===== config.mk =====
export PLATFORM = sky130hd
export DESIGN_NAME = tlp_tx_arbiter
export DESIGN_NICKNAME = d
export VERILOG_FILES = /design/src/hdl/tlp_pkg.sv /design/src/hdl/tlp_tx_arbiter.sv
export SDC_FILE = /design/constraint.sdc
export NUM_CORES = 1
export LEC_CHECK = 0
export ABC_AREA = 1
export BUFFER_PORTS_ARGS = -buffer_cell sky130_fd_sc_hd__buf_4
export CELL_PAD_IN_SITES_DETAIL_PLACEMENT = 1
export CELL_PAD_IN_SITES_GLOBAL_PLACEMENT = 1
export CORE_AREA = 4 4 264 266
export DETAILED_ROUTE_END_ITERATION = 7
export DIE_AREA = 0 0 268 270
export PLACE_DENSITY = 0.38
export SLEW_MARGIN = 20
export SYNTH_ARGS = -nofsm -noshare
export SYNTH_HDL_FRONTEND = slang
export SYNTH_SLANG_ARGS = --single-unit
export TNS_END_PERCENT = 10

===== constraint.sdc =====
create_clock -name clk_pcie -period 1.2 [get_ports clk_pcie]
set_clock_uncertainty 0.15 [all_clocks]
set_input_delay 0.12 -clock clk_pcie [delete_from_list [all_inputs] [get_ports clk_pcie]]
set_output_delay 0.12 -clock clk_pcie [all_outputs]
set_load 0.05 [all_outputs]

===== src/hdl/tlp_pkg.sv =====
package tlp_pkg;

    // ------------------------------------------------------------
    // widths
    // ------------------------------------------------------------
    localparam int DW_PER_BEAT = 4;

    typedef logic [31:0]            dw_t;
    typedef logic [DW_PER_BEAT-1:0] keep_dw_t;
    typedef logic [6:0]             fmt_type_t;
    // wide enough for the default four channels
    typedef logic [1:0]             chan_t;

    // ------------------------------------------------------------
    // fmt/type codes, bits 31:25 of the first header dword
    // ------------------------------------------------------------
    // completion without data, 3 dw header
    localparam fmt_type_t FT_CPL   = 7'b0000101;
    // completion with data
    localparam fmt_type_t FT_CPLD  = 7'b0100101;
    // config read, type 0 and type 1 share the upper bits
    localparam fmt_type_t FT_CFGRD = 7'b0000010;
    localparam fmt_type_t FT_CFGWR = 7'b0100010;

    // ------------------------------------------------------------
    // beat and word layouts
    // ------------------------------------------------------------
    // dword lane n sits at data[n], lane 0 holds the first header dword
    typedef struct packed {
        dw_t [DW_PER_BEAT-1:0] data;
        keep_dw_t              keep_dw;
        logic                  first;
        logic                  last;
    } tlp_beat_t;

    typedef struct packed {
        dw_t   data;
        logic  last;
        chan_t chan;
    } host_word_t;

    // host receive side, one flag bit per lane
    typedef struct packed {
        dw_t [DW_PER_BEAT-1:0] data;
        keep_dw_t              valid;
        keep_dw_t              first;
        keep_dw_t              last;
    } rx_lanes_t;

endpackage


===== src/hdl/tlp_tx_arbiter.sv =====
`timescale 1ns/10ps

module tlp_tx_arbiter import tlp_pkg::*; #(
    parameter int NUM_CHANNELS = 4
) (
    input  logic                         clk_pcie,
    input  logic                         rst,
    input  tlp_beat_t [NUM_CHANNELS-1:0] i_heads,
    input  logic [NUM_CHANNELS-1:0]      i_head_valid,
    input  logic [NUM_CHANNELS-1:0]      i_has_pkt,
    output logic [NUM_CHANNELS-1:0]      o_pop,
    output tlp_beat_t                    o_tx_beat,
    output logic                         o_tx_valid,
    input  logic                         i_tx_ready
);

    typedef enum logic {
        IDLE,
        SEND
    } arb_state_t;

    arb_state_t state_q;
    chan_t      sel_q;
    chan_t      pick;
    logic       any_pkt;
    logic       tx_fire;

    // ------------------------------------------------------------
    // fixed priority toward the lowest channel
    // ------------------------------------------------------------
    always_comb begin
        pick    = '0;
        any_pkt = 1'b0;
        for (int i = NUM_CHANNELS - 1; i >= 0; i--) begin
            if (i_has_pkt[i]) begin
                pick    = chan_t'(i);
                any_pkt = 1'b1;
            end
        end
    end

    // ------------------------------------------------------------
    // output mux and pop
    // ------------------------------------------------------------
    assign o_tx_beat  = i_heads[sel_q];
    assign o_tx_valid = (state_q == SEND) && i_head_valid[sel_q];
    assign tx_fire    = o_tx_valid && i_tx_ready;

    always_comb begin
        o_pop        = '0;
        o_pop[sel_q] = tx_fire;
    end

    // selection held until the last beat is taken
    always_ff @(posedge clk_pcie) begin
        if (rst) begin
            state_q <= IDLE;
            sel_q   <= '0;
        end else begin
            case (state_q)
                IDLE: begin
                    if (i_tx_ready && any_pkt) begin
                        state_q <= SEND;
                        sel_q   <= pick;
                    end
                end
                SEND: begin
                    if (tx_fire && o_tx_beat.last) begin
                        state_q <= IDLE;
                    end
                end
                default: begin
                    state_q <= IDLE;
                end
            endcase
        end
    end

    // a pop only hits the queue that still counts the packet in flight
    a_pop_onehot: assert property (
        @(posedge clk_pcie) disable iff (rst)
        $onehot0(o_pop) && ((o_pop & ~i_has_pkt) == '0)
    );

    // a stalled beat stays put until the core takes it
    a_hold_on_stall: assert property (
        @(posedge clk_pcie) disable iff (rst)
        (o_tx_valid && !i_tx_ready) |=> (o_tx_valid && $stable(o_tx_beat))
    );

endmodule


Word level (Yosys, flattened, before mapping)
Index checks and enable logic that the tools add are counted.

storage, ports and cells
  register bits after elaboration = 3
  input port bits = 547
  output and inout bits = 139
  logic and storage cells = 29

operators by class
  order comparisons = 2
  multiplexer cells = 17
  bitwise logic cells = 2
  reduce and logical (&&, ||, !) cells = 6

operator list
  cell                                                                          count
  134-bit binary-select mux with 2-bit select                                   1
  134-bit two-way mux                                                           1
  1-bit two-way mux                                                             8
  2-bit two-way mux                                                             4
  1-bit logical AND                                                             5
  4-bit bitwise AND                                                             1
  2-bit by 3-bit less-than comparator with 1-bit output, second input constant  1
  1-bit binary-select mux with 2-bit select                                     1
  1-bit demux with 2-bit select                                                 1
  2-bit by 1-bit >= comparator with 1-bit output, second input constant         1
  1-bit case mux with 2 select lines                                            1
  2-bit AND reduction                                                           1
  1-bit inverter                                                                1

Longest topological paths before layout
  depth after elaboration = 7
  gate-level depth with buffers = 9

Worst setup path before layout
No wires, ideal clock.

  path kind = flip-flop to output port
  start = register sel_q[1]
  end = output port o_pop[0]
  data arrival time = 2.051 ns
  data required time = 0.930 ns
  setup slack = -1.121 ns
  stages on the path, launching flop included = 7
  path buffers = 1
  cells stage by stage = dfxtp_1 -> buf_6 -> inv_2 -> nand2_1 -> a21oi_2 -> nand2_2 -> nor3_2

on the way
  longest elaborated chain between the ends = 5
  elaborated cells on any way between the ends = 10

RTL lines
  item                                       RTL line              text
  start, declared                            tlp_tx_arbiter.sv:23  chan_t sel_q;
  start signal, assigned                     tlp_tx_arbiter.sv:64  sel_q <= pick;
  1-bit binary-select mux with 2-bit select  tlp_tx_arbiter.sv:46  assign o_tx_valid = (state_q == SEND) && i_head_valid[sel_q];
  1-bit two-way mux (implied by the code)    tlp_tx_arbiter.sv:46
  1-bit logical AND                          tlp_tx_arbiter.sv:46
  net o_tx_valid                             tlp_tx_arbiter.sv:13  output logic o_tx_valid,
  1-bit logical AND                          tlp_tx_arbiter.sv:47  assign tx_fire = o_tx_valid && i_tx_ready;
  4-bit bitwise AND (no line)                -
  end, declared                              tlp_tx_arbiter.sv:11  output logic [NUM_CHANNELS-1:0] o_pop,

The timed path passes the listed nets, and every way through them passes these cells. The select of a mux whose other input is x is not followed.

==> impl_metrics.yaml <==
detailed_routing:
  viasPerCell: 3.829
  final_antenna_net_count: 0
  drt_iter0_markers: 407
  vias: 8649
  routed_wl_um: 53710
  drcViolationCount: 0
  first_pass_iters: 4
  wl_per_cell_um: 23.78
sta:
  tns_ps: -90730
  slew_viol_final: 0
  relSlewSlack_pct: 77.14
  worst_slack_ps: -716.1
  setup_viol: 141
  worst_hold_slack_ps: 113.3
  hold_viol_final: 0
  fmax_ghz: 0.5219
  rsz0062_at_grt: "true"
  worst_pin_slew_ps: 342.9
  post-route-min-period_ps: 1916
  fin_crit_sh_pct: 159.7
outcome:
  status: "complete, but fails checks"
  failed_checks: "negative setup slack"
power_and_ir_drop:
  ir_drop_uv: 290.7
  p_per_area_nw_per_um2: 847.1
  leakagePower_nw: 5.551
synthesis:
  synth_area_leader_cell: "nand3_1"
  yosysWarnings: 0
  synth-seq-cells: 3
  synth_nets: 1217
  synth_area_um2: 3805
  ys_seq_area_share_pct: 1.578
  avgSynthCellArea_um2: 5.679
  syn-instance-count: 670
  synthTopCellsByArea: "nand3_1, a22oi_1, buf_4"
  synth_cell_types: 23
  synth.top_cell.area_share_pct: 52.35
grt:
  antenna_found_initial: 3
  grt_max_degree: 40
  grt_pass1_wl_um: 72420
  overflow: 0
  grt_usage_pct: 13.63
  grt_pass1_vias: 9820
final_layout:
  syn2layout_area_growth_pct: 218.2
  fin_area_um2: 12110
  final_cell_mix: "buf_4, nand3_1, a22oi_1, buf_6, a22oi_2"
  layout-drive-gt1-share_pct: 64.33
  final_common_cell: "buf_4"
  finish.net_count: 1933
  fill_cells: 8036
  seqCellArea_um2: 67.56
  multi_input_area_um2: 3726
clocking:
  clkTransAtPathRegs_ps: 30
  clkSinkCount: 3
  cts_tree: "built"
  cts_root_buffer: "clkbuf_16"
  cts_max_level: 1
  cts_made_buffers: 3
  clock_latency_ps: 220
  clock_path_buffers: 2
die:
  ios: 686
  die_h_um: 270
  core.rowCount: 95
  die-width_um: 268
  initial_utilization_pct: 5.676
  coreArea_um2: 67040
  dieArea_um2: 72360
worst_setup_path:
  rr_startpoint: "sel_q[0]$_SDFFE_PP0P_"
  r2r_slack_ps: -350
  crit_type: "flop to output port"
  cp.buffers_inverters: 5
  worst_setup_path_end_kind: "output port"
  cp_cell_sequence: "inv_6 > nor2_4 > buf_12 > buf_12 > buf_12 > a22oi_2 > nand3_1 > buf_6"
  slowest_delay_ps: 400
  cp_slowest_cell: "dfxtp_4"
  worstSetupStartpoint: "sel_q[0]$_SDFFE_PP0P_"
  crit_path_frequent_cell: "buf_12"
  cpLargestDelayFamily: "buffers and inverters"
  cp.required_ps: 930
  critPathArrivalTime_ps: 1650
  critPathLaunchType: "flop"
  crit_fanout: 9
worst_hold_path:
  min-delay-start: "i_has_pkt[0]"
  min_path_type: "input pin to flop"
place:
  hpwl_um: 46530
  portBuffers: 685
  place_congestion: 0.8306
  preCtsSetupSlack_ps: -795.8
  placed_cell_area_um2: 10840
run:
  drv_cap: 0
final cells by class:
cell class | count | share of cell area [%]
timing repair buffer | 800 | 58.75
clock buffer | 4 | 0.6511
multi-input combinational | 573 | 30.78
tap | 873 | 9.022
sequential | 3 | 0.5581
antenna | 1 | 0.02067
inverter | 5 | 0.2170
sequential cells by signal, indices dropped and copies added, names as in the netlist:
register / count
sel_q: 2
state_q: 1
kinds of logic (layout without fill, tap and decap cells):
family / Yosys count / count (layout) / share of synthesized area (%)
simple gates: 435 / 435 / 57.51
compound gates: 138 / 138 / 27.06
buf+inv: 94 / 809 / 13.84
flops: 3 / 3 / 1.578
other cells: 0 / 1 / 0
Yosys cell counts:
cell	number
o21bai_1	1
clkbuf_1	21
dfxtp_1	3
a21oi_1	3
nand4_1	2
a21oi_2	1
a211oi_1	1
or2_2	2
nand3_1	398
buf_2	32
nand2_1	21
buf_4	23
nor2_4	2
buf_1	7
inv_4	1
buf_6	6
inv_1	3
a22oi_1	132
nand2_2	2
nor3_2	4
nor2_1	3
inv_2	1
and3_1	1
routing by layer:
layer / GRT usage (%) / vias to the layer above / part of all wire [%]
met2: 26.39 / 467 / 52
met1: 15.32 / 4110 / 38
met5: 0 / - / 0.037
met4: 1.715 / 4 / 1.4
li1: - / 4038 / -
met3: 3.261 / 30 / 8.2
worst reg2reg max path: cells and delay by family, from the launching register on:
family                 cells  cell delay, ps
AO/OA/AOI/OAI              1             110
buffers and inverters      4             460
flip-flops                 1             400
AND/OR/NAND/NOR            6             370
path summary, 6_finish.rpt:
| path | cells after the start | to |
|---|---|---|
| setup / recovery | 8 | o_tx_beat[8] |
| hold / removal | 4 | sel_q[0]$_SDFFE_PP0P_ |
| setup reg to reg | 11 | state_q$_SDFF_PP0_ |
| hold reg to reg | 3 | state_q$_SDFF_PP0_ |
where the power goes:
part	total [mW]	switching (mW)	internal, mW
Sequential	0.128	0.0183	0.110
Combinational	9.60	5.61	3.99
Clock	0.529	0.0909	0.439
Total	10.3	5.72	4.54
through the flow:
stage	instances	utilization, %	power [mW]
6_report	2259	18.06	10.26
5_1_grt	2258	18.06	10.77
4_1_cts	2251	17.51	10.15
3_5_place_dp	2239	16.17	8.822
3_3_place_gp	2239	16.17	8.817
2_1_floorplan	670	-	4.540
repair_timing:
| action | CTS | global route |
|---|---|---|
| endpoints found under the setup margin | 141 | 141 |
| setup buffers | 4 | 4 |
| pin swaps | 11 | 19 |
| resized for setup | 169 | 61 |
| hold buffers | 1 | 0 |
| endpoints found under the hold margin | 2 | 0 |
| cloned | 3 | 3 |
Power figures use the tool's default switching activity.
