$ cat config.mk
export PLATFORM = sky130hd
export DESIGN_NAME = tlp_pkt_queue
export DESIGN_NICKNAME = d
export VERILOG_FILES = /design/src/hdl/tlp_pkg.sv /design/src/hdl/tlp_pkt_queue.sv
export SDC_FILE = /design/constraint.sdc
export NUM_CORES = 2
export LEC_CHECK = 0
export BUFFER_PORTS_ARGS = -buffer_cell sky130_fd_sc_hd__buf_2
export CORE_UTILIZATION = 50
export DETAILED_ROUTE_END_ITERATION = 8
export PLACE_DENSITY_LB_ADDON = 0.3
export SYNTH_ARGS = -nofsm -noshare
export SYNTH_HDL_FRONTEND = slang
export SYNTH_SLANG_ARGS = --single-unit
export TNS_END_PERCENT = 50
$ cat constraint.sdc
create_clock -name clk_pcie -period 8.8 [get_ports clk_pcie]
set_clock_uncertainty 0.2 [all_clocks]
set_input_delay 0.44 -clock clk_pcie [delete_from_list [all_inputs] [get_ports clk_pcie]]
set_output_delay 0.44 -clock clk_pcie [all_outputs]
set_load 0.01 [all_outputs]
$ cat src/hdl/tlp_pkg.sv
package tlp_pkg;

    // ------------------------------------------------------------
    // widths
    // ------------------------------------------------------------
    localparam int DW_PER_BEAT = 4;

    typedef logic [31:0]            dw_t;
    typedef logic [DW_PER_BEAT-1:0] keep_dw_t;
    typedef logic [6:0]             fmt_type_t;
    // wide enough for the default four channels
    typedef logic [1:0]             chan_t;

    // ------------------------------------------------------------
    // fmt/type codes, bits 31:25 of the first header dword
    // ------------------------------------------------------------
    // completion without data, 3 dw header
    localparam fmt_type_t FT_CPL   = 7'b0000101;
    // completion with data
    localparam fmt_type_t FT_CPLD  = 7'b0100101;
    // config read, type 0 and type 1 share the upper bits
    localparam fmt_type_t FT_CFGRD = 7'b0000010;
    localparam fmt_type_t FT_CFGWR = 7'b0100010;

    // ------------------------------------------------------------
    // beat and word layouts
    // ------------------------------------------------------------
    // dword lane n sits at data[n], lane 0 holds the first header dword
    typedef struct packed {
        dw_t [DW_PER_BEAT-1:0] data;
        keep_dw_t              keep_dw;
        logic                  first;
        logic                  last;
    } tlp_beat_t;

    typedef struct packed {
        dw_t   data;
        logic  last;
        chan_t chan;
    } host_word_t;

    // host receive side, one flag bit per lane
    typedef struct packed {
        dw_t [DW_PER_BEAT-1:0] data;
        keep_dw_t              valid;
        keep_dw_t              first;
        keep_dw_t              last;
    } rx_lanes_t;

endpackage

$ cat src/hdl/tlp_pkt_queue.sv
`timescale 1ns/10ps

module tlp_pkt_queue import tlp_pkg::*; #(
    parameter int QUEUE_DEPTH = 16
) (
    input  logic      clk_pcie,
    input  logic      rst,
    input  tlp_beat_t i_wr_beat,
    input  logic      i_wr_en,
    input  logic      i_pop,
    output tlp_beat_t o_head,
    output logic      o_head_valid,
    output logic      o_has_pkt
);

    localparam int PTR_W = (QUEUE_DEPTH > 1) ? $clog2(QUEUE_DEPTH) : 1;
    localparam int CNT_W = $clog2(QUEUE_DEPTH + 1);

    typedef logic [PTR_W-1:0] ptr_t;
    typedef logic [CNT_W-1:0] cnt_t;

    tlp_beat_t mem [QUEUE_DEPTH];
    ptr_t      wr_ptr_q;
    ptr_t      rd_ptr_q;
    cnt_t      beat_cnt_q;
    cnt_t      pkt_cnt_q;
    logic      pkt_in;
    logic      pkt_out;

    // wrap explicitly, depth need not be a power of two
    function automatic ptr_t ptr_inc(input ptr_t p);
        if (p == ptr_t'(QUEUE_DEPTH - 1)) begin
            return '0;
        end
        return ptr_t'(p + 1'b1);
    endfunction

    // ------------------------------------------------------------
    // beat storage
    // ------------------------------------------------------------
    always_ff @(posedge clk_pcie) begin
        if (i_wr_en) begin
            mem[wr_ptr_q] <= i_wr_beat;
        end
    end

    // head read straight out of the array
    assign o_head       = mem[rd_ptr_q];
    assign o_head_valid = (beat_cnt_q != '0);

    // ------------------------------------------------------------
    // pointers and counts
    // ------------------------------------------------------------
    assign pkt_in    = i_wr_en && i_wr_beat.last;
    assign pkt_out   = i_pop && o_head.last;
    assign o_has_pkt = (pkt_cnt_q != '0);

    always_ff @(posedge clk_pcie) begin
        if (rst) begin
            wr_ptr_q   <= '0;
            rd_ptr_q   <= '0;
            beat_cnt_q <= '0;
            pkt_cnt_q  <= '0;
        end else begin
            if (i_wr_en) begin
                wr_ptr_q <= ptr_inc(wr_ptr_q);
            end
            if (i_pop) begin
                rd_ptr_q <= ptr_inc(rd_ptr_q);
            end
            beat_cnt_q <= beat_cnt_q + cnt_t'(i_wr_en) - cnt_t'(i_pop);
            pkt_cnt_q  <= pkt_cnt_q + cnt_t'(pkt_in) - cnt_t'(pkt_out);
        end
    end

    // host side keeps each channel within one queue depth
    a_no_write_full: assert property (
        @(posedge clk_pcie) disable iff (rst)
        i_wr_en |-> (beat_cnt_q != cnt_t'(QUEUE_DEPTH))
    );

    a_no_pop_empty: assert property (
        @(posedge clk_pcie) disable iff (rst)
        i_pop |-> o_head_valid
    );

endmodule

### Yosys cells after proc, flatten, opt, wreduce, memory -nomap -nowiden

Memories as Yosys holds them, arrays and structs flattened. A register that Yosys moved wholly into a read port is not among the register bits.
Cells that the tools add are included.

| cells by class | value |
|---|---|
| mux-type cells | 14 |
| reduce and logical (&&, ||, !) cells | 4 |
| $add $sub $neg | 6 |
| eq/ne operators | 2 |

Operators with widths:

| kind | count |
|---|---|
| 4-bit 2-to-1 mux | 6 |
| 5-bit by 1-bit adder with 5-bit output | 2 |
| 5-bit nonzero test | 2 |
| 5-bit by 1-bit subtractor with 5-bit output | 2 |
| 4-bit by 1-bit adder with 4-bit output (second input constant) | 2 |
| 4-bit == test (second input constant) | 2 |
| 1-bit 2-to-1 mux | 8 |
| 1-bit logical AND | 2 |

| word-level totals | value |
|---|---|
| output and inout bits | 136 |
| RAM bits | 2144 |
| logic and storage cells | 31 |
| bits in registers | 18 |
| memories kept | 1 |

Memory list:

| memory | depth | bits a word | rd ports | clocked after Yosys merged registers in | write ports | RTL line | RTL |
|---|---|---|---|---|---|---|---|
| mem | 16 | 134 | 1 | 1 | 1 | tlp_pkt_queue.sv:22 | `tlp_beat_t mem [QUEUE_DEPTH];` |

### Depth between registers and ports, before layout

| depth | value |
|---|---|
| depth after elaboration | 7 |
| depth in mapped cells | 14 |
| mapped depth without buffers | 12 |

### Worst setup path after synthesis

OpenSTA, ideal clock, no wires.

| timing path | value |
|---|---|
| path type | input -> register |
| start point | input i_wr_en |
| end point | memory mem[0][0] in the netlist's numbering (enable) |
| data arrival time | 4.089 ns |
| stages | 3 |
| setup time | 0.509 ns |
| buffers on the path | 1 |
| path slack | 4.002 ns |
| path through | clkbuf_1 nor3b_1 and2_1 |

| between the ends | value |
|---|---|
| word-level cells in the longest chain between the ends | 2 |

RTL lines:

| what | RTL line | RTL |
|---|---|---|
| start, declared | tlp_pkt_queue.sv:9 | `input logic i_wr_en,` |
| 1-bit 2-to-1 mux | tlp_pkt_queue.sv:42 | `if (i_wr_en) begin` |
| 1-bit 2-to-1 mux (implied by the code) | tlp_pkt_queue.sv:43 | `mem[wr_ptr_q] <= i_wr_beat;` |
| end, declared | tlp_pkt_queue.sv:22 |  |

No other way between the ends.

==> results_dict.tcl <==
set metrics [dict create \
    nets 4068 \
    grt_max_degree 130 \
    grt-ovfl-total 0 \
    chipHeight_um 405 \
    place_congestion 0.735 \
    drv_slew 0 \
    avgSynthCellArea_um2 23.7 \
    power_density_nw_per_um2 230 \
    final_util_pct 57.8 \
    r2r-end "pkt_cnt_q[4]" \
    yosysSeqAreaShare_pct 80.0 \
    dieWidth_um 405 \
    start_kind "register" \
    grt_usage_pct 22.7 \
    wire_per_inst_um 29.5 \
    yosys.cell_types.count 36 \
    ios 274 \
    final_cell_area_um2 92900 \
    dp_slack_ps 4430 \
    final_common_cell "edfxtp_1" \
    cp_common_cell "buf_4" \
    hold_viol 0 \
    grt_pass1_vias 39400 \
    synth_fp_nets 3575 \
    endpoint_kind "output port" \
    leakagePower_uw 0.0291 \
    worstPathRequired_ps 8160 \
    cts-buffers-inserted 207 \
    clkTransAtPathRegs_ps 60 \
    first_pass_iters 5 \
    fp.dieArea_um2 164000 \
    io_buffer_count 273 \
    area_growth_pct 14.6 \
    clockBufferDepth 3 \
    h-tree-depth 4 \
    critPathMaxFanout 57 \
    max-vdd-ir-drop_uv 207 \
    syn-cell-area_um2 81000 \
    cts_tree "done" \
    core-area_um2 161000 \
    post_drt_via_cell_ratio 6.08 \
    timing.slew.headroom_pct 22.9 \
    ys_warn_count 0 \
    drtIter0Drc 3822 \
    max_freq_ghz 0.193 \
    final_cell_mix "edfxtp_1 (2144), mux4_2 (536), buf_2 (273), clkbuf_16 (208), a22oi_1 (186)" \
    grt_first_pass_wirelength_um 267000 \
    cp_num_buf_inv 3 \
    clkLatencyLatePin_ps 840 \
    vias 38000 \
    finalSetupViolCount 0 \
    path_cells "buf_4, buf_4, nand2b_1, o22ai_1, nor2_1, buf_2" \
    ys_ff_latch 2166 \
    drc 0 \
    status "finished, final reports clean" \
    clock-sinks 2166 \
    drt_wl_total_um 184000 \
    worst-setup-path-type "reg2out" \
    placedInstanceArea_um2 84900 \
    cp.arrival_ps 4540 \
    tns_ps 0 \
    rows 147 \
    fin_crit_sh_pct 58.9 \
    drive_above_1_share_pct 28.6 \
    root_buffer "clkbuf_16" \
    max_cap_viol_count 0 \
    period_needed_ps 5180 \
    post_cts_resized 0 \
    crit_slowest_cell "buf_4" \
    rr_worst_depth 12 \
    hold_end "mem[3][119]" \
    worstHoldStart "i_wr_beat[119]" \
    worst_slack_ps 3620 \
    start_util_pct 50.4 \
    synthCells 3418 \
    cp_top_family "buffers and inverters" \
    max_stage_delay_ps 820 \
    holdCritPathClass "in2reg" \
    drtAntennaViolNets 0 \
    tightest_slew_ps 1160 \
    hold_path_depth 2 \
    rrSetupSlack_ps 4700 \
    grt_setup_unrepaired "false" \
    antenna_found_initial 28 \
    dp_hpwl_um 89700 \
]
-- worst reg2reg max path: stages (launching register included) --
cell and delay [ps]:
dfxtp_4 880, mux4_2 590, nor2b_1 140, a211oi_1 420, a211oi_1 120, ha_1 320
inv_1 40, ha_1 200, fa_1 440, a21oi_1 150, nor2_1 60, or3_1 340
a21oi_1 140
-- logic make-up (layout without fill, tap and decap cells) --
logic type                 Yosys count  after routing  share of synthesized area, %
xor gates and xnor gates             7              7                        0.0757
AOI/OAI and AO/OA                  286            286                          2.48
muxes                              540            540                          14.9
and+or+nand+nor                    203            203                          1.09
buffers and inverters              197            859                          1.09
DFF                               2166           2166                          80.0
adders and majority gates           19             19                         0.312
other                                0              6                             0
-- synth_stat cells (all sizes together) --
| cell type | number | area share [%] |
|---|---|---|
| xor2 | 4 | 0.043 |
| a311oi | 1 | 0.011 |
| dfxtp | 22 | 0.54 |
| clkbuf | 93 | 0.43 |
| o22ai | 80 | 0.62 |
| nand3 | 4 | 0.025 |
| nor2b | 10 | 0.077 |
| or2 | 2 | 0.015 |
| buf | 88 | 0.59 |
| nand2 | 102 | 0.47 |
| nor3 | 1 | 0.0062 |
| nor2 | 55 | 0.25 |
| nand2b | 4 | 0.031 |
| edfxtp | 2144 | 79 |
| xnor2 | 3 | 0.032 |
| and3 | 1 | 0.0077 |
| or3 | 2 | 0.015 |
| and2 | 18 | 0.14 |
| mux2i | 3 | 0.037 |
| a211oi | 2 | 0.019 |
| and3b | 1 | 0.011 |
| inv | 16 | 0.074 |
| nor3b | 2 | 0.019 |
| or4b | 1 | 0.012 |
| mux4 | 536 | 15 |
| a21o | 2 | 0.019 |
| ha | 17 | 0.26 |
| a21oi | 11 | 0.068 |
| o21bai | 1 | 0.0093 |
| o21ai | 3 | 0.019 |
| mux2 | 1 | 0.014 |
| fa | 2 | 0.049 |
| a22oi | 186 | 1.7 |
-- metal layers --
metal	track usage (%)	wire, µm	up-vias
met2	36.4	90400	1548
li1	-	-	15700
met3	5.51	15400	288
met1	31.6	74600	20400
met4	5.72	3880	32
met5	0	216	-
-- sequential cells by signal (all words and copies together) (netlist names), named ones only --
name / count
mem: 2144
beat_cnt_q: 5
pkt_cnt_q: 5
wr_ptr_q: 4
rd_ptr_q: 4
-- stage by stage --
| step | total power (µW) | std cells | hold slack [ps] |
|---|---|---|---|
| CTS | 21500 | 6240 | 251 |
| global route | 22000 | 6243 | 304 |
| detailed placement | 12900 | 5724 | 324 |
| floorplan | 12500 | 3418 | 272 |
| finish | 21300 | 6246 | 318 |
| global placement | 12900 | 5724 | 309 |
-- report_power, final --
part	internal, µW	switching, µW	total [µW]
sequential	11500	46.4	11500
combinational	547	710	1260
clock	4780	3800	8580
total	16800	4550	21300
-- repair_timing --
action,4_1_cts,5_1_grt
hold endpoints to repair,2166,0
hold buffers,138,0
setup buffers,0,0
-- layout make-up --
cell class,instances,area [µm²]
fillers,11600,67900
flip-flops and latches,2166,64800
multi-input cells,1055,15400
clock buffers,255,5380
repair buffers,465,3300
well taps,2160,2700
clock inverters,123,1180
inverters,16,60.1
diodes,6,15.0
-- how the worst max path moves through the flow --
stage                     depth (start not counted)     start           to  slack [ps]
after global placement                            6  register  o_head[111]        4450
final                                             6  register  o_head[111]        3620
after global routing                              6  register  o_head[111]        3410
after floorplan                                   3   i_wr_en    mem[0][0]        4000
after detailed placement                          6  register  o_head[111]        4430
after CTS                                         6  register  o_head[111]        3490
Power figures use the tool's default switching activity.
