--- src/hdl/tlp_pkg.sv ---
package tlp_pkg;

    // ------------------------------------------------------------
    // widths
    // ------------------------------------------------------------
    localparam int DW_PER_BEAT = 4;

    typedef logic [31:0]            dw_t;
    typedef logic [DW_PER_BEAT-1:0] keep_dw_t;
    typedef logic [6:0]             fmt_type_t;
    // wide enough for the default four channels
    typedef logic [1:0]             chan_t;

    // ------------------------------------------------------------
    // fmt/type codes, bits 31:25 of the first header dword
    // ------------------------------------------------------------
    // completion without data, 3 dw header
    localparam fmt_type_t FT_CPL   = 7'b0000101;
    // completion with data
    localparam fmt_type_t FT_CPLD  = 7'b0100101;
    // config read, type 0 and type 1 share the upper bits
    localparam fmt_type_t FT_CFGRD = 7'b0000010;
    localparam fmt_type_t FT_CFGWR = 7'b0100010;

    // ------------------------------------------------------------
    // beat and word layouts
    // ------------------------------------------------------------
    // dword lane n sits at data[n], lane 0 holds the first header dword
    typedef struct packed {
        dw_t [DW_PER_BEAT-1:0] data;
        keep_dw_t              keep_dw;
        logic                  first;
        logic                  last;
    } tlp_beat_t;

    typedef struct packed {
        dw_t   data;
        logic  last;
        chan_t chan;
    } host_word_t;

    // host receive side, one flag bit per lane
    typedef struct packed {
        dw_t [DW_PER_BEAT-1:0] data;
        keep_dw_t              valid;
        keep_dw_t              first;
        keep_dw_t              last;
    } rx_lanes_t;

endpackage

--- src/hdl/tlp_tx_packer.sv ---
`timescale 1ns/10ps

module tlp_tx_packer import tlp_pkg::*; (
    input  logic       clk_pcie,
    input  logic       rst,
    input  host_word_t i_host_word,
    input  logic       i_host_valid,
    output tlp_beat_t  o_beat,
    output logic       o_beat_valid,
    output chan_t      o_chan
);

    dw_t [DW_PER_BEAT-1:0] data_q;
    dw_t [DW_PER_BEAT-1:0] beat_data;
    keep_dw_t              fill_q;
    keep_dw_t              lane_sel;
    keep_dw_t              fill_next;
    logic                  pkt_open_q;
    logic                  head_word;
    logic                  emit;
    chan_t                 chan_q;
    chan_t                 cur_chan;

    // ------------------------------------------------------------
    // lane steering
    // ------------------------------------------------------------
    // fill_q is a thermometer mask, so the next free lane is one-hot
    assign lane_sel  = {fill_q[DW_PER_BEAT-2:0], 1'b1} & ~fill_q;
    assign fill_next = fill_q | lane_sel;
    assign emit      = fill_next[DW_PER_BEAT-1] || i_host_word.last;

    // packet header word, nothing of this packet seen yet
    assign head_word = !pkt_open_q && (fill_q == '0);
    assign cur_chan  = head_word ? i_host_word.chan : chan_q;

    always_comb begin
        for (int n = 0; n < DW_PER_BEAT; n++) begin
            if (lane_sel[n]) begin
                beat_data[n] = i_host_word.data;
            end else if (fill_q[n]) begin
                beat_data[n] = data_q[n];
            end else begin
                // unused lanes go out as zero
                beat_data[n] = '0;
            end
        end
    end

    // ------------------------------------------------------------
    // beat assembly
    // ------------------------------------------------------------
    always_ff @(posedge clk_pcie) begin
        if (i_host_valid) begin
            data_q <= beat_data;
            chan_q <= cur_chan;
        end
        if (i_host_valid && emit) begin
            o_beat.data    <= beat_data;
            o_beat.keep_dw <= fill_next;
            // pkt_open_q is set only once a beat of the packet went out
            o_beat.first   <= !pkt_open_q;
            o_beat.last    <= i_host_word.last;
            o_chan         <= cur_chan;
        end
        if (rst) begin
            fill_q       <= '0;
            pkt_open_q   <= 1'b0;
            o_beat_valid <= 1'b0;
        end else begin
            o_beat_valid <= i_host_valid && emit;
            if (i_host_valid) begin
                fill_q <= emit ? keep_dw_t'(0) : fill_next;
                if (emit) begin
                    pkt_open_q <= !i_host_word.last;
                end
            end
        end
    end

endmodule

--- config.mk ---
export PLATFORM = sky130hd
export DESIGN_NAME = tlp_tx_packer
export DESIGN_NICKNAME = d
export VERILOG_FILES = /design/src/hdl/tlp_pkg.sv /design/src/hdl/tlp_tx_packer.sv
export SDC_FILE = /design/constraint.sdc
export NUM_CORES = 1
export LEC_CHECK = 0
export BUFFER_PORTS_ARGS = -buffer_cell sky130_fd_sc_hd__buf_2
export CORE_MARGIN = 8
export CORE_UTILIZATION = 53
export DETAILED_ROUTE_END_ITERATION = 10
export GPL_TIMING_DRIVEN = 1
export PLACE_DENSITY = 0.8
export RECOVER_POWER = 50
export SYNTH_ARGS = -nofsm -noshare
export SYNTH_HDL_FRONTEND = slang
export SYNTH_SLANG_ARGS = --single-unit
--- constraint.sdc ---
create_clock -name clk_pcie -period 10.25 [get_ports clk_pcie]
set_clock_uncertainty 0.1 [all_clocks]
set_input_delay 2.05 -clock clk_pcie [delete_from_list [all_inputs] [get_ports clk_pcie]]
set_output_delay 2.05 -clock clk_pcie [all_outputs]
set_load 0.1 [all_outputs]
# After elaboration in Yosys (flattened, before gate mapping)
# Cells that the tools add are included.
[word_totals]
regBits = 272
inputBits = 38
wordCells = 36
[op_classes]
n_mux = 10
bitwise = 3
reduce_logical = 7
[ops]
columns = ["op", "n"]
rows = [
  ["two-way mux 32 bit", 8],
  ["bitwise AND 4 bit", 1],
  ["zero test 4 bit", 1],
  ["two-way mux 4 bit", 1],
  ["inverter 4 bit", 1],
  ["bitwise OR 4 bit", 1],
  ["logical AND 1 bit", 2],
  ["zero test 1 bit", 2],
  ["two-way mux 2 bit", 1],
  ["AND reduction 2 bit", 1],
  ["logical OR 1 bit", 1],
]

# Longest topological paths before layout
# Gate-level depths: netlist (run 1).
[logic_depth]
depth_word = 5
mapped_depth = 5

# Worst setup path after synthesis (run 1)
# Ideal clock, no wire load.
[synth_path]
kind = "input -> register"
from = "input port i_host_valid"
to = "register o_beat[0] (netlist name), enable pin"
setup_time_ps = 650
arrival_time_ps = 8313
required_ps = 9500
setup_slack_ps = 1188
path_stages = 2
path_cell_list = "clkbuf_1 nor2b_1"
[synth_via]
elab_chain_len = 1
[synth_rtl]
columns = ["item", "line", "rtl"]
rows = [
  ["start, declared", "tlp_tx_packer.sv:7", "input logic i_host_valid,"],
  ["logical AND 1 bit", "tlp_tx_packer.sv:57", "if (i_host_valid && emit) begin"],
  ["end, declared", "tlp_tx_packer.sv:8", "output tlp_beat_t o_beat,"],
]
# Every way passes these cells.
# A chain may end at the register's enable or synchronous reset.

# Worst setup path in the final report (run 1)
[layout_path]
from = "input port i_host_valid"
to = "register o_beat[80] (netlist name), enable pin"
# The elaborated chain is that of the path after synthesis.

==> results.env, run 1 <==
CTS.REPAIR.RESIZED=0
SETUP_VIOLATIONS=0
R2R.WORST_PATH.CELLS=2
PLACED_CELL_AREA_SQ_UM=10660
CLK-INSERTION-DELAY-LATE_PS=530
SYNTH_AREA_PER_CELL_SQ_UM=21.19
ANTENNA-DIODE-COUNT=0
CRIT_END_CATEGORY='flip-flop'
MAX_SLEW_VIO_COUNT=209
FIRSTDRTPASSITERS=5
SEQUENTIALPOWERSHARE_PCT=52.4
MAXIMUM_NUMBER_OF_PINS_ON_ONE_NET_BEFORE_GLOBAL_ROUTE_REPAIR=82
POWER.DENSITY_CELL_AREA_nW_PER_UM2=217.6
MIN_DELAY_PATH_DEPTH=1
NUM_IO_PINS=175
SYNTHDISTINCTLIBCELLS=24
POSTROUTEANTENNANETS=0
INITIAL_UTILIZATION_PCT=53.80
CRITPATHMAXFANOUT=81
POST_SYNTH_INST_COUNT=453
VIOLATIONS='max-capacitance violations, max-slew violations'
CTS-BUFFERS-INSERTED=27
REPORT.FINAL.HOLD_VIOL_COUNT=0
CTSHTREEMAXLEVEL=1
DIE_X_UM=150.6
POST-CTS-SETUP-BUFFERS=0
POWER.STATIC_LEAKAGE_nW=4.159
P_SW_SHARE_PCT=25.54
FLOORPLAN.DIE_AREA_SQ_UM=22670
CONGESTION_OVERFLOW_GR=0
WORST_SETUP_PATH_ENDPOINT='o_beat[80]'
FINISH.INSTANCE_AREA_SQ_UM=11380
TIMING.HOLD.WORST.CLASS='reg2reg'
RR_STARTPOINT='fill_q[1]'
POSTROUTEWIRELENGTH_UM=20440
CTS.PATH.MAX_BUFFERS=3
CRITPATHKIND='in2reg'
NUMPORTBUFFERS=173
CLOCK_POWER_SHARE_PCT=37.2
SYNTH.YOSYS.WARNINGS=0
CRIT_PATH_START='i_host_valid'
PERIOD_SHARE_PCT=58.08
CRIT_PATH_MAX_INCR_DELAY_PS=2460
DRT-INITIAL-DRC-COUNT=486
CP-START-KIND='input port'
LAYOUT.CELLS.MOST_COMMON='edfxtp_1'
SETUP_REPAIR_AFTER_GLOBAL_ROUTING_MISSED_ITS_MARGIN='no'
TIGHTESTPINTRANSITION_PS=3574
SYNTH_AREA_SQ_UM=9598
POWER.SHARE.COMBINATIONAL_PCT=10.3
POSTSYNTHNETCOUNT=491
DETAIL_ROUTE.WL_PER_CELL_UM=23.33
ROOT_BUFFER='clkbuf_16'
WIRE_LENGTH_OF_THE_FIRST_GLOBAL_ROUTING_PASS_UM=31300
R2R_END='data_q[56]'
CLOCK_SINKS=271
AREA_DELTA_SYNTH_FINAL_PCT=18.60
RRSETUPSLACK_PS=6090
POSTSYNTHREGISTERBITS=271
HOLD_BUFFERS=0
TRITONCTS='built'
MIN_PERIOD_PS=5953
TOTAL_SWITCHING_POWER_mW=0.6325
SLOWEST_STAGE='clkbuf_1'
DETAILED_PLACE_HPWL_UM=12420
CP_ARRIVAL_PS=6000
CP_CELL_SEQUENCE='clkbuf_1 > nor2b_4 > buf_4'
VIAS_IN_THE_FIRST_GLOBAL_ROUTE=5319
DRIVE_GT1_SHARE_PCT=29.21
VIAS=5051
POST-ROUTE-DRC-COUNT=0
ANTENNA_FOUND_INITIAL=1
TIMING.FMAX_MHz=168.0
WORST_SETUP_HOLD_PATH_CLK_SLEW_PS=60
LAYOUT.CELLS.MOST_COMMON_LIST='edfxtp_1, buf_2, a22o_1'
POST_DRT_VIA_CELL_RATIO=5.766
TRACK_USAGE_PCT=17.91
SYNTH_SEQ_AREA_SHARE_PCT=84.16
FINISH.NET_COUNT=667
ROUTABILITYCONGESTION=0.7546
FINAL.SETUP.TNS_PS=0
DESIGN.CORE.AREA_SQ_UM=17840
IR_DROP_mV=0.1502
INTPOWER_mW=1.845
ROW_COUNT=49
SLEW_HEADROOM_PCT=-138.3
OUTCOME='complete, but fails checks'
CRITPATHREQUIREDTIME_PS=10290
TIMING.MAX_CAP.VIOLATIONS=5
FP.DIEH_UM=150.6
## flip-flops by register name, indices dropped and copies added (netlist names)
| signal | cells |
|---|---|
| o_beat | 133 |
| data_q | 128 |
| fill_q | 4 |
| chan_q | 2 |
| o_chan | 2 |
| o_beat_valid | 1 |
| pkt_open_q | 1 |
## cells in the mapped netlist
cell / n / share of area (%)
a211oi_1: 1 / 0.078
buf_6: 1 / 0.12
nand3_1: 1 / 0.052
or2_4: 1 / 0.091
nor2_1: 1 / 0.039
clkbuf_1: 12 / 0.47
nor3_1: 2 / 0.10
dfxtp_1: 6 / 1.3
conb_1: 1 / 0.039
or2_1: 1 / 0.065
buf_4: 5 / 0.39
mux2i_1: 1 / 0.10
a21oi_1: 3 / 0.16
a22o_1: 96 / 8.8
edfxtp_1: 265 / 83
nor3_4: 1 / 0.17
inv_1: 1 / 0.039
nor2b_1: 4 / 0.26
or2_2: 1 / 0.065
buf_2: 12 / 0.63
nor3b_1: 1 / 0.078
mux2_2: 34 / 4.0
nand2b_1: 1 / 0.065
and2b_1: 1 / 0.078
## layer usage
metal  global-route usage, %  part of all wire (%)  up-vias
li1                        -                     -     2216
met4                   6.235                   2.3        2
met3                   5.140                   9.6       35
met5                       0                 0.049        -
met2                   28.63                    49      241
met1                   23.16                    39     2557
## how the worst min path moves through the flow
stage                     from   endpoint  slack (ps)
global placement    pkt_open_q  o_beat[1]         430
floorplan           pkt_open_q  o_beat[1]         370
detailed placement  pkt_open_q  o_beat[1]         420
finish              pkt_open_q  o_beat[1]         400
global route        pkt_open_q  o_beat[1]         430
CTS                 pkt_open_q  o_beat[1]         440
## per-stage QoR
step / total power [mW] / hold slack, ps / setup slack (ps) / std cells / utilization, %
floorplan: 1.522 / 373.3 / 1188 / 453 / -
global placement: 1.575 / 428.2 / 5966 / 829 / 59.73
detailed placement: 1.583 / 419.5 / 5887 / 829 / 59.73
CTS: 2.492 / 437.3 / 6431 / 876 / 64.30
global route: 2.545 / 431.2 / 3954 / 876 / 63.81
finish: 2.477 / 402.3 / 4297 / 876 / 63.81
## critical path: cells and delay by family
family	cells	cell delay, ps
buffers and inverters	2	3260
AND/OR/NAND/NOR	1	530
## power by group through the flow
stage	combinational, mW	clock [mW]	sequential [mW]
after floorplan	0.0436	0	1.48
after CTS	0.262	0.931	1.30
final	0.256	0.922	1.30
after global routing	0.266	0.976	1.30
after global placement	0.257	0	1.32
after detailed placement	0.262	0	1.32
## cell type report
| cell class | count | area (sq um) |
|---|---|---|
| clock inverter | 13 | 113.9 |
| multi-input combinational | 151 | 1356 |
| timing repair buffer | 177 | 840.8 |
| fill | 1223 | 6457 |
| clock buffer | 34 | 701.9 |
| inverter | 1 | 3.754 |
| sequential | 271 | 8080 |
| tap | 229 | 286.5 |
## cells by family (layout without fill, tap and decap cells)
logic type	Yosys count	in the layout	share of synthesized area, %
AOI/OAI and AO/OA	100	100	8.995
buffers and inverters	31	225	1.643
DFF	271	271	84.16
muxes	35	35	4.093
other	1	1	0.03907
and+or+nand+nor	15	15	1.069
Note: power is estimated with default switching activity, not from simulation.
==> inputs of run 2 (changes only) <==
--- a/config.mk
+++ b/config.mk
@@ -7,7 +7,7 @@
 export LEC_CHECK = 0
 export BUFFER_PORTS_ARGS = -buffer_cell sky130_fd_sc_hd__buf_2
 export CORE_MARGIN = 8
-export CORE_UTILIZATION = 53
+export CORE_UTILIZATION = 50
 export DETAILED_ROUTE_END_ITERATION = 10
 export GPL_TIMING_DRIVEN = 1
 export PLACE_DENSITY = 0.8
==> constraint.sdc (replaced) <==
create_clock -name clk_pcie -period 5.1 [get_ports clk_pcie]
set_clock_uncertainty 0.1 [all_clocks]
set_input_delay 1.02 -clock clk_pcie [delete_from_list [all_inputs] [get_ports clk_pcie]]
set_output_delay 1.02 -clock clk_pcie [all_outputs]
set_load 0.1 [all_outputs]
==> results.env, run 2 (synthesis results as in run 1) <==
DETAILED_PLACE_HPWL_UM=12380
LAYOUT.CELLS.MOST_COMMON_LIST='edfxtp_1, clkbuf_1, a22o_1'
SLOWEST_STAGE='nor2b_2'
REG.LARGEST.LIST='o_beat (133), data_q (128), fill_q (4)'
DRIVE_GT1_SHARE_PCT=17.90
DRT-INITIAL-DRC-COUNT=361
MIN_PERIOD_PS=3455
POSTLAYOUTSETUPSLACKWORST_PS=1645
FP.DIEH_UM=154.6
FIRSTDRTPASSITERS=5
OUTCOME='complete, but fails checks'
POST-CTS-SETUP-BUFFERS=0
ROOT_BUFFER='clkbuf_16'
REPORT.FINAL.HOLD_VIOL_COUNT=0
HOLD_BUFFERS=0
CTS.PATH.MAX_BUFFERS=3
ROW_COUNT=50
TRACK_USAGE_PCT=17.09
MAXIMUM_NUMBER_OF_PINS_ON_ONE_NET_BEFORE_GLOBAL_ROUTE_REPAIR=84
TIMING.FMAX_MHz=289.4
WORSTPATHBUFFERINVERTERCOUNT=0
POWER.STATIC_LEAKAGE_nW=4.019
TRITONCTS='built'
CRIT_END_CATEGORY='flip-flop'
VIOLATIONS='max-capacitance violations, max-slew violations'
NUM_IO_PINS=175
FINAL.SETUP.TNS_PS=0
ROUTABILITYCONGESTION=0.7525
DESIGN.CORE.AREA_SQ_UM=18770
TIMING.HOLD.WORST.CLASS='reg2reg'
PLACED_CELL_AREA_SQ_UM=10680
LARGEST_REG_FLOPS=133
CTS.REPAIR.RESIZED=0
CRITPATHREQUIREDTIME_PS=5370
IR_DROP_mV=0.3022
POST_DRT_VIA_CELL_RATIO=5.719
SETUP_VIOLATIONS=0
FINALHOLDWORSTSLACK_PS=413.8
ANTENNA-DIODE-COUNT=0
INITIAL_UTILIZATION_PCT=51.14
CRITPATHTOPFAMILY='simple AND/OR/NAND/NOR gates'
POWER.DENSITY_CELL_AREA_nW_PER_UM2=447.7
CRITPATHMAXFANOUT=38
CRIT_PATH_MAX_INCR_DELAY_PS=1540
LAYOUT.CELLS.MOST_COMMON='edfxtp_1'
SETUP_REPAIR_AFTER_GLOBAL_ROUTING_MISSED_ITS_MARGIN='no'
WIRE_LENGTH_OF_THE_FIRST_GLOBAL_ROUTING_PASS_UM=32060
FINISH.NET_COUNT=668
FINAL.FILL_COUNT=1398
CRITPATHKIND='reg2reg'
CONGESTION_OVERFLOW_GR=0
TIMING.MAX_CAP.VIOLATIONS=3
FLOORPLAN.DIE_AREA_SQ_UM=23890
CLOCK_SINKS=271
FINAL_CORE_UTIL_PCT=60.77
RRSETUPSLACK_PS=1640
CLK-INSERTION-DELAY-LATE_PS=520
POST-ROUTE-DRC-COUNT=0
WORST_SETUP_HOLD_PATH_CLK_SLEW_PS=60
DIE_X_UM=154.6
REGISTERS.TOP_BY_FF_COUNT='o_beat'
CTS-BUFFERS-INSERTED=26
SLEW_HEADROOM_PCT=-35.88
TIGHTESTPINTRANSITION_PS=2035
FINISH.INSTANCE_AREA_SQ_UM=11410
MAX_SLEW_VIO_COUNT=100
DETAILEDPLACE.WORSTSLACK_PS=1918
POSTROUTEWIRELENGTH_UM=20690
ANTENNA_FOUND_INITIAL=0
VIAS_IN_THE_FIRST_GLOBAL_ROUTE=5338
CTSHTREEMAXLEVEL=1
NUMPORTBUFFERS=173
CP_ARRIVAL_PS=3720
POSTROUTEANTENNANETS=0
CP-START-KIND='flip-flop'
CP_CELL_SEQUENCE='nor2b_2 > a22o_1'
PERIOD_SHARE_PCT=67.75
DETAIL_ROUTE.WL_PER_CELL_UM=23.45
AREA_DELTA_SYNTH_FINAL_PCT=18.84
VIAS=5044
run 2: changes by cell type in the layout (fill, tap and decap cells not counted), sizes merged:
| cell | previous run | this run |
|---|---|---|
| buf | 135 | 68 |
| clkbuf | 76 | 143 |
| bufinv | 2 | 5 |
| clkinv | 9 | 8 |
| inv | 2 | 1 |
run 2: where the power goes:
group | total, mW | leakage [nW] | switching (mW) | internal [mW]
logic | 0.510 | 0.928 | 0.446 | 0.0644
registers | 2.61 | 2.66 | 0.0442 | 2.56
clock network | 1.99 | 0.434 | 0.774 | 1.21
run 2: final cells by class:
cell class	count	area (sq um)	share of cell area (%)
multi-input cells	151	1369	12.00
repair buffers	179	772.0	6.768
clock buffers	32	694.4	6.088
well taps	234	292.8	2.567
clock inverters	14	193.9	1.700
flip-flops and latches	271	8080	70.84
inverters	1	3.754	0.03291
run 2: path summary, 6_finish.rpt:
kind | from | to | cells past startpoint
max reg2reg | fill_q[2] | o_beat[125] | 2
min reg2reg | pkt_open_q | o_beat[1] | 1
min | pkt_open_q | o_beat[1] | 1
max | fill_q[2] | o_beat[125] | 2
run 2: routing by layer:
metal | wire length (um) | up-vias | track usage, % | share of wire [%]
li1 | - | 2216 | - | -
met1 | 8431 | 2568 | 22.14 | 41
met2 | 10170 | 227 | 28.37 | 49
met3 | 1725 | 33 | 4.291 | 8.3
met4 | 363 | 0 | 4.480 | 1.8
met5 | 0 | - | 0 | 0
run 2: through the flow:
step	total power, mW	cells
6_report	5.107	882
2_1_floorplan	3.051	453
3_3_place_gp	3.168	836
3_5_place_dp	3.182	836
5_1_grt	5.253	882
4_1_cts	5.168	882
==> inputs of run 3 (changes only) <==
--- a/config.mk
+++ b/config.mk
@@ -5,12 +5,13 @@
 export SDC_FILE = /design/constraint.sdc
 export NUM_CORES = 1
 export LEC_CHECK = 0
+export ABC_AREA = 1
 export BUFFER_PORTS_ARGS = -buffer_cell sky130_fd_sc_hd__buf_2
 export CORE_MARGIN = 8
 export CORE_UTILIZATION = 50
 export DETAILED_ROUTE_END_ITERATION = 10
 export GPL_TIMING_DRIVEN = 1
-export PLACE_DENSITY = 0.8
+export PLACE_DENSITY = 0.79
 export RECOVER_POWER = 50
 export SYNTH_ARGS = -nofsm -noshare
 export SYNTH_HDL_FRONTEND = slang
==> constraint.sdc (replaced) <==
create_clock -name clk_pcie -period 3.1 [get_ports clk_pcie]
set_clock_uncertainty 0.1 [all_clocks]
set_input_delay 0.62 -clock clk_pcie [delete_from_list [all_inputs] [get_ports clk_pcie]]
set_output_delay 0.62 -clock clk_pcie [all_outputs]
set_load 0.1 [all_outputs]
==> results.env, run 3 <==
FINAL_CORE_UTIL_PCT=60.47
MET2_WIRELENGTH_UM=10250
INITIAL_UTILIZATION_PCT=50.62
ROW_COUNT=51
WL_MET1_UM=9017
DETAIL_ROUTE.WL_PER_CELL_UM=19.58
SETUP_VIOLATIONS=0
FIRSTDRTPASSITERS=5
FINAL.SETUP.TNS_PS=0
TRITONCTS='built'
CLOCK_SINKS=271
LAYOUT.CELLS.MOST_COMMON_LIST='edfxtp_1, buf_2, nand2_1'
RR_STARTPOINT='fill_q[0]'
SYNTH_COMMONEST_CELLS='edfxtp_1, nand2_1, o21ai_0, inv_1, o21ai_2'
CRITPATHREQUIREDTIME_PS=3270
POWER.STATIC_LEAKAGE_nW=4.431
INTPOWER_mW=6.502
POSTROUTEWIRELENGTH_UM=21360
PERIOD_SHARE_PCT=76.51
DIE_X_UM=156.1
WORST_SETUP_PATH_ENDPOINT='o_chan[0]'
DRIVE_GT1_SHARE_PCT=27.72
CTSHTREEMAXLEVEL=1
ANTENNA-DIODE-COUNT=0
CRIT_END_CATEGORY='flip-flop'
SYNTHDISTINCTLIBCELLS=20
CONGESTION_OVERFLOW_GR=0
SYNTH_AREA_SQ_UM=9819
OUTCOME='complete, but fails checks'
WIRE_LENGTH_OF_THE_FIRST_GLOBAL_ROUTING_PASS_UM=32810
AREA_DELTA_SYNTH_FINAL_PCT=19.46
SYNTH_AREA_PER_CELL_SQ_UM=15.76
SEQUENTIALPOWERSHARE_PCT=49.4
REPORT.FINAL.HOLD_VIOL_COUNT=0
ANTENNA_FOUND_INITIAL=0
REGISTERS.TOP_BY_FF_COUNT='o_beat'
FP.DIEH_UM=156.1
CRITPATHMAXFANOUT=51
POST_DRT_VIA_CELL_RATIO=5.153
DETAILED_PLACE_HPWL_UM=13510
POWER.DENSITY_CELL_AREA_nW_PER_UM2=745.3
POSTLAYOUTSETUPSLACKWORST_PS=728.1
POSTROUTEANTENNANETS=0
AREA_SHARE_OF_THE_LARGEST_CELL_TYPE_AFTER_SYNTHESIS_PCT=81.04
SYNTH_SEQ_AREA_SHARE_PCT=82.26
SYNTH_ENABLE_FLOP_CELLS=265
HOLD_BUFFERS=0
IR_DROP_mV=0.4743
TRACK_USAGE_PCT=17.17
CP-START-KIND='flip-flop'
CTS.REPAIR.RESIZED=0
WORST_SETUP_HOLD_PATH_CLK_SLEW_PS=60
MAX_SLEW_VIO_COUNT=43
SYNTH.YOSYS.WARNINGS=0
MET3ROUTEDLENGTH_UM=1816
CTS.PATH.MAX_BUFFERS=3
POST-ROUTE-DRC-COUNT=0
YS_ASYNC_SR_FRACTION_PCT=0
DRT-INITIAL-DRC-COUNT=441
POSTSYNTHREGISTERBITS=271
R2R.WORST_PATH.CELLS=4
VIAS=5622
CRITPATHKIND='reg2reg'
ROOT_BUFFER='clkbuf_16'
TIMING.MAX_CAP.VIOLATIONS=0
ROUTED.TOP_LAYER='met4'
REG.LARGEST.LIST='o_beat (133), data_q (128), fill_q (4)'
POSTSYNTHNETCOUNT=661
LAYOUT.CELLS.MOST_COMMON='edfxtp_1'
SYNTH_TOP_AREA_CELL='edfxtp_1'
SYNTH_FLOP_CELL='edfxtp_1'
YOSYS-TOP-CELLS-AREA='edfxtp_1, nand2_1, o21ai_0'
VIAS_IN_THE_FIRST_GLOBAL_ROUTE=5699
CRIT_PATH_START='fill_q[0]'
MAXIMUM_NUMBER_OF_PINS_ON_ONE_NET_BEFORE_GLOBAL_ROUTE_REPAIR=104
DETAILEDPLACE.WORSTSLACK_PS=568.8
FLOORPLAN.DIE_AREA_SQ_UM=24380
P_SW_SHARE_PCT=25.63
POWER_mW=8.743
MIN_PERIOD_PS=2372
CP_ARRIVAL_PS=2540
CTS-BUFFERS-INSERTED=27
TIGHTESTPINTRANSITION_PS=1508
TIMING.FMAX_MHz=421.6
ROUTABILITYCONGESTION=0.7671
NUMPORTBUFFERS=173
RRSETUPSLACK_PS=730
NUM_IO_PINS=175
R2R_END='o_chan[0]'
LARGEST_REG_FLOPS=133
POST-CTS-SETUP-BUFFERS=0
FINISH.NET_COUNT=843
VIOLATIONS='max-slew violations'
DESIGN.CORE.AREA_SQ_UM=19400
POWER.SHARE.COMBINATIONAL_PCT=10.9
SETUP_REPAIR_AFTER_GLOBAL_ROUTING_MISSED_ITS_MARGIN='no'
POST_SYNTH_INST_COUNT=623
CLK-INSERTION-DELAY-LATE_PS=520
FINALHOLDWORSTSLACK_PS=227.3
SLEW_HEADROOM_PCT=-0.5511
TOTAL_SWITCHING_POWER_mW=2.241
TIMING.HOLD.WORST.CLASS='in2reg'
CLOCK_POWER_SHARE_PCT=39.7
YOSYSMOSTFREQUENTCELL='edfxtp_1'
run 3: changes by cell type in the layout (fill, tap and decap cells not counted), sizes merged, moves of 3 or more:
cell / delta
inv: +39
nor2b: -4
a22o: -96
clkbuf: -104
nor2: +5
buf: +111
o21ai: +128
clkinv: -3
or2: -3
mux2: -34
nand2: +141
run 3: how the worst min path moves through the flow:
stage	startpoint	end	depth (start not counted)
2_1_floorplan	pkt_open_q	pkt_open_q	2
3_3_place_gp	fill_q[3]	fill_q[3]	2
3_5_place_dp	fill_q[3]	fill_q[3]	2
4_1_cts	rst	fill_q[3]	2
5_1_grt	rst	fill_q[3]	2
6_report	rst	fill_q[3]	2
run 3: power groups by stage:
stage	sequential, mW	clock, mW	combinational, mW
global placement	4.39	0	0.976
floorplan	4.98	0	0.183
finish	4.32	3.47	0.955
CTS	4.32	3.52	0.990
global route	4.34	3.64	0.996
detailed placement	4.39	0	0.989
run 3: kinds of logic after synthesis:
family / share of synthesized area [%]
buf+inv: 3.772
flops: 82.26
compound gates: 7.926
simple gates: 6.001
other cells: 0.03819
run 3: critical path, cell delays in order (launching register included):
cell	delay, ps
dfxtp_1	680
clkbuf_2	830
nor2_1	260
nand4_1	160
nand2_1	80
run 3: layer usage:
layer | vias to the layer above | GRT usage (%)
li1 | 2612 | -
met2 | 263 | 27.64
met1 | 2725 | 23.46
met3 | 22 | 3.740
met4 | 0 | 4.211
met5 | - | 0
run 3: cell type report:
cell class | instances | area [sq um]
Inverter | 38 | 142.6
Fill cell | 1494 | 7669
Multi-Input combinational cell | 285 | 1265
Tap cell | 265 | 331.6
Timing Repair Buffer | 182 | 948.4
Sequential cell | 271 | 8078
Clock buffer | 36 | 759.5
Clock inverter | 14 | 205.2
run 3: through the flow:
step	cells	instance area [sq um]
floorplan	623	9822
global placement	1041	10910
detailed placement	1041	10910
CTS	1091	11870
global route	1091	11730
finish	1091	11730
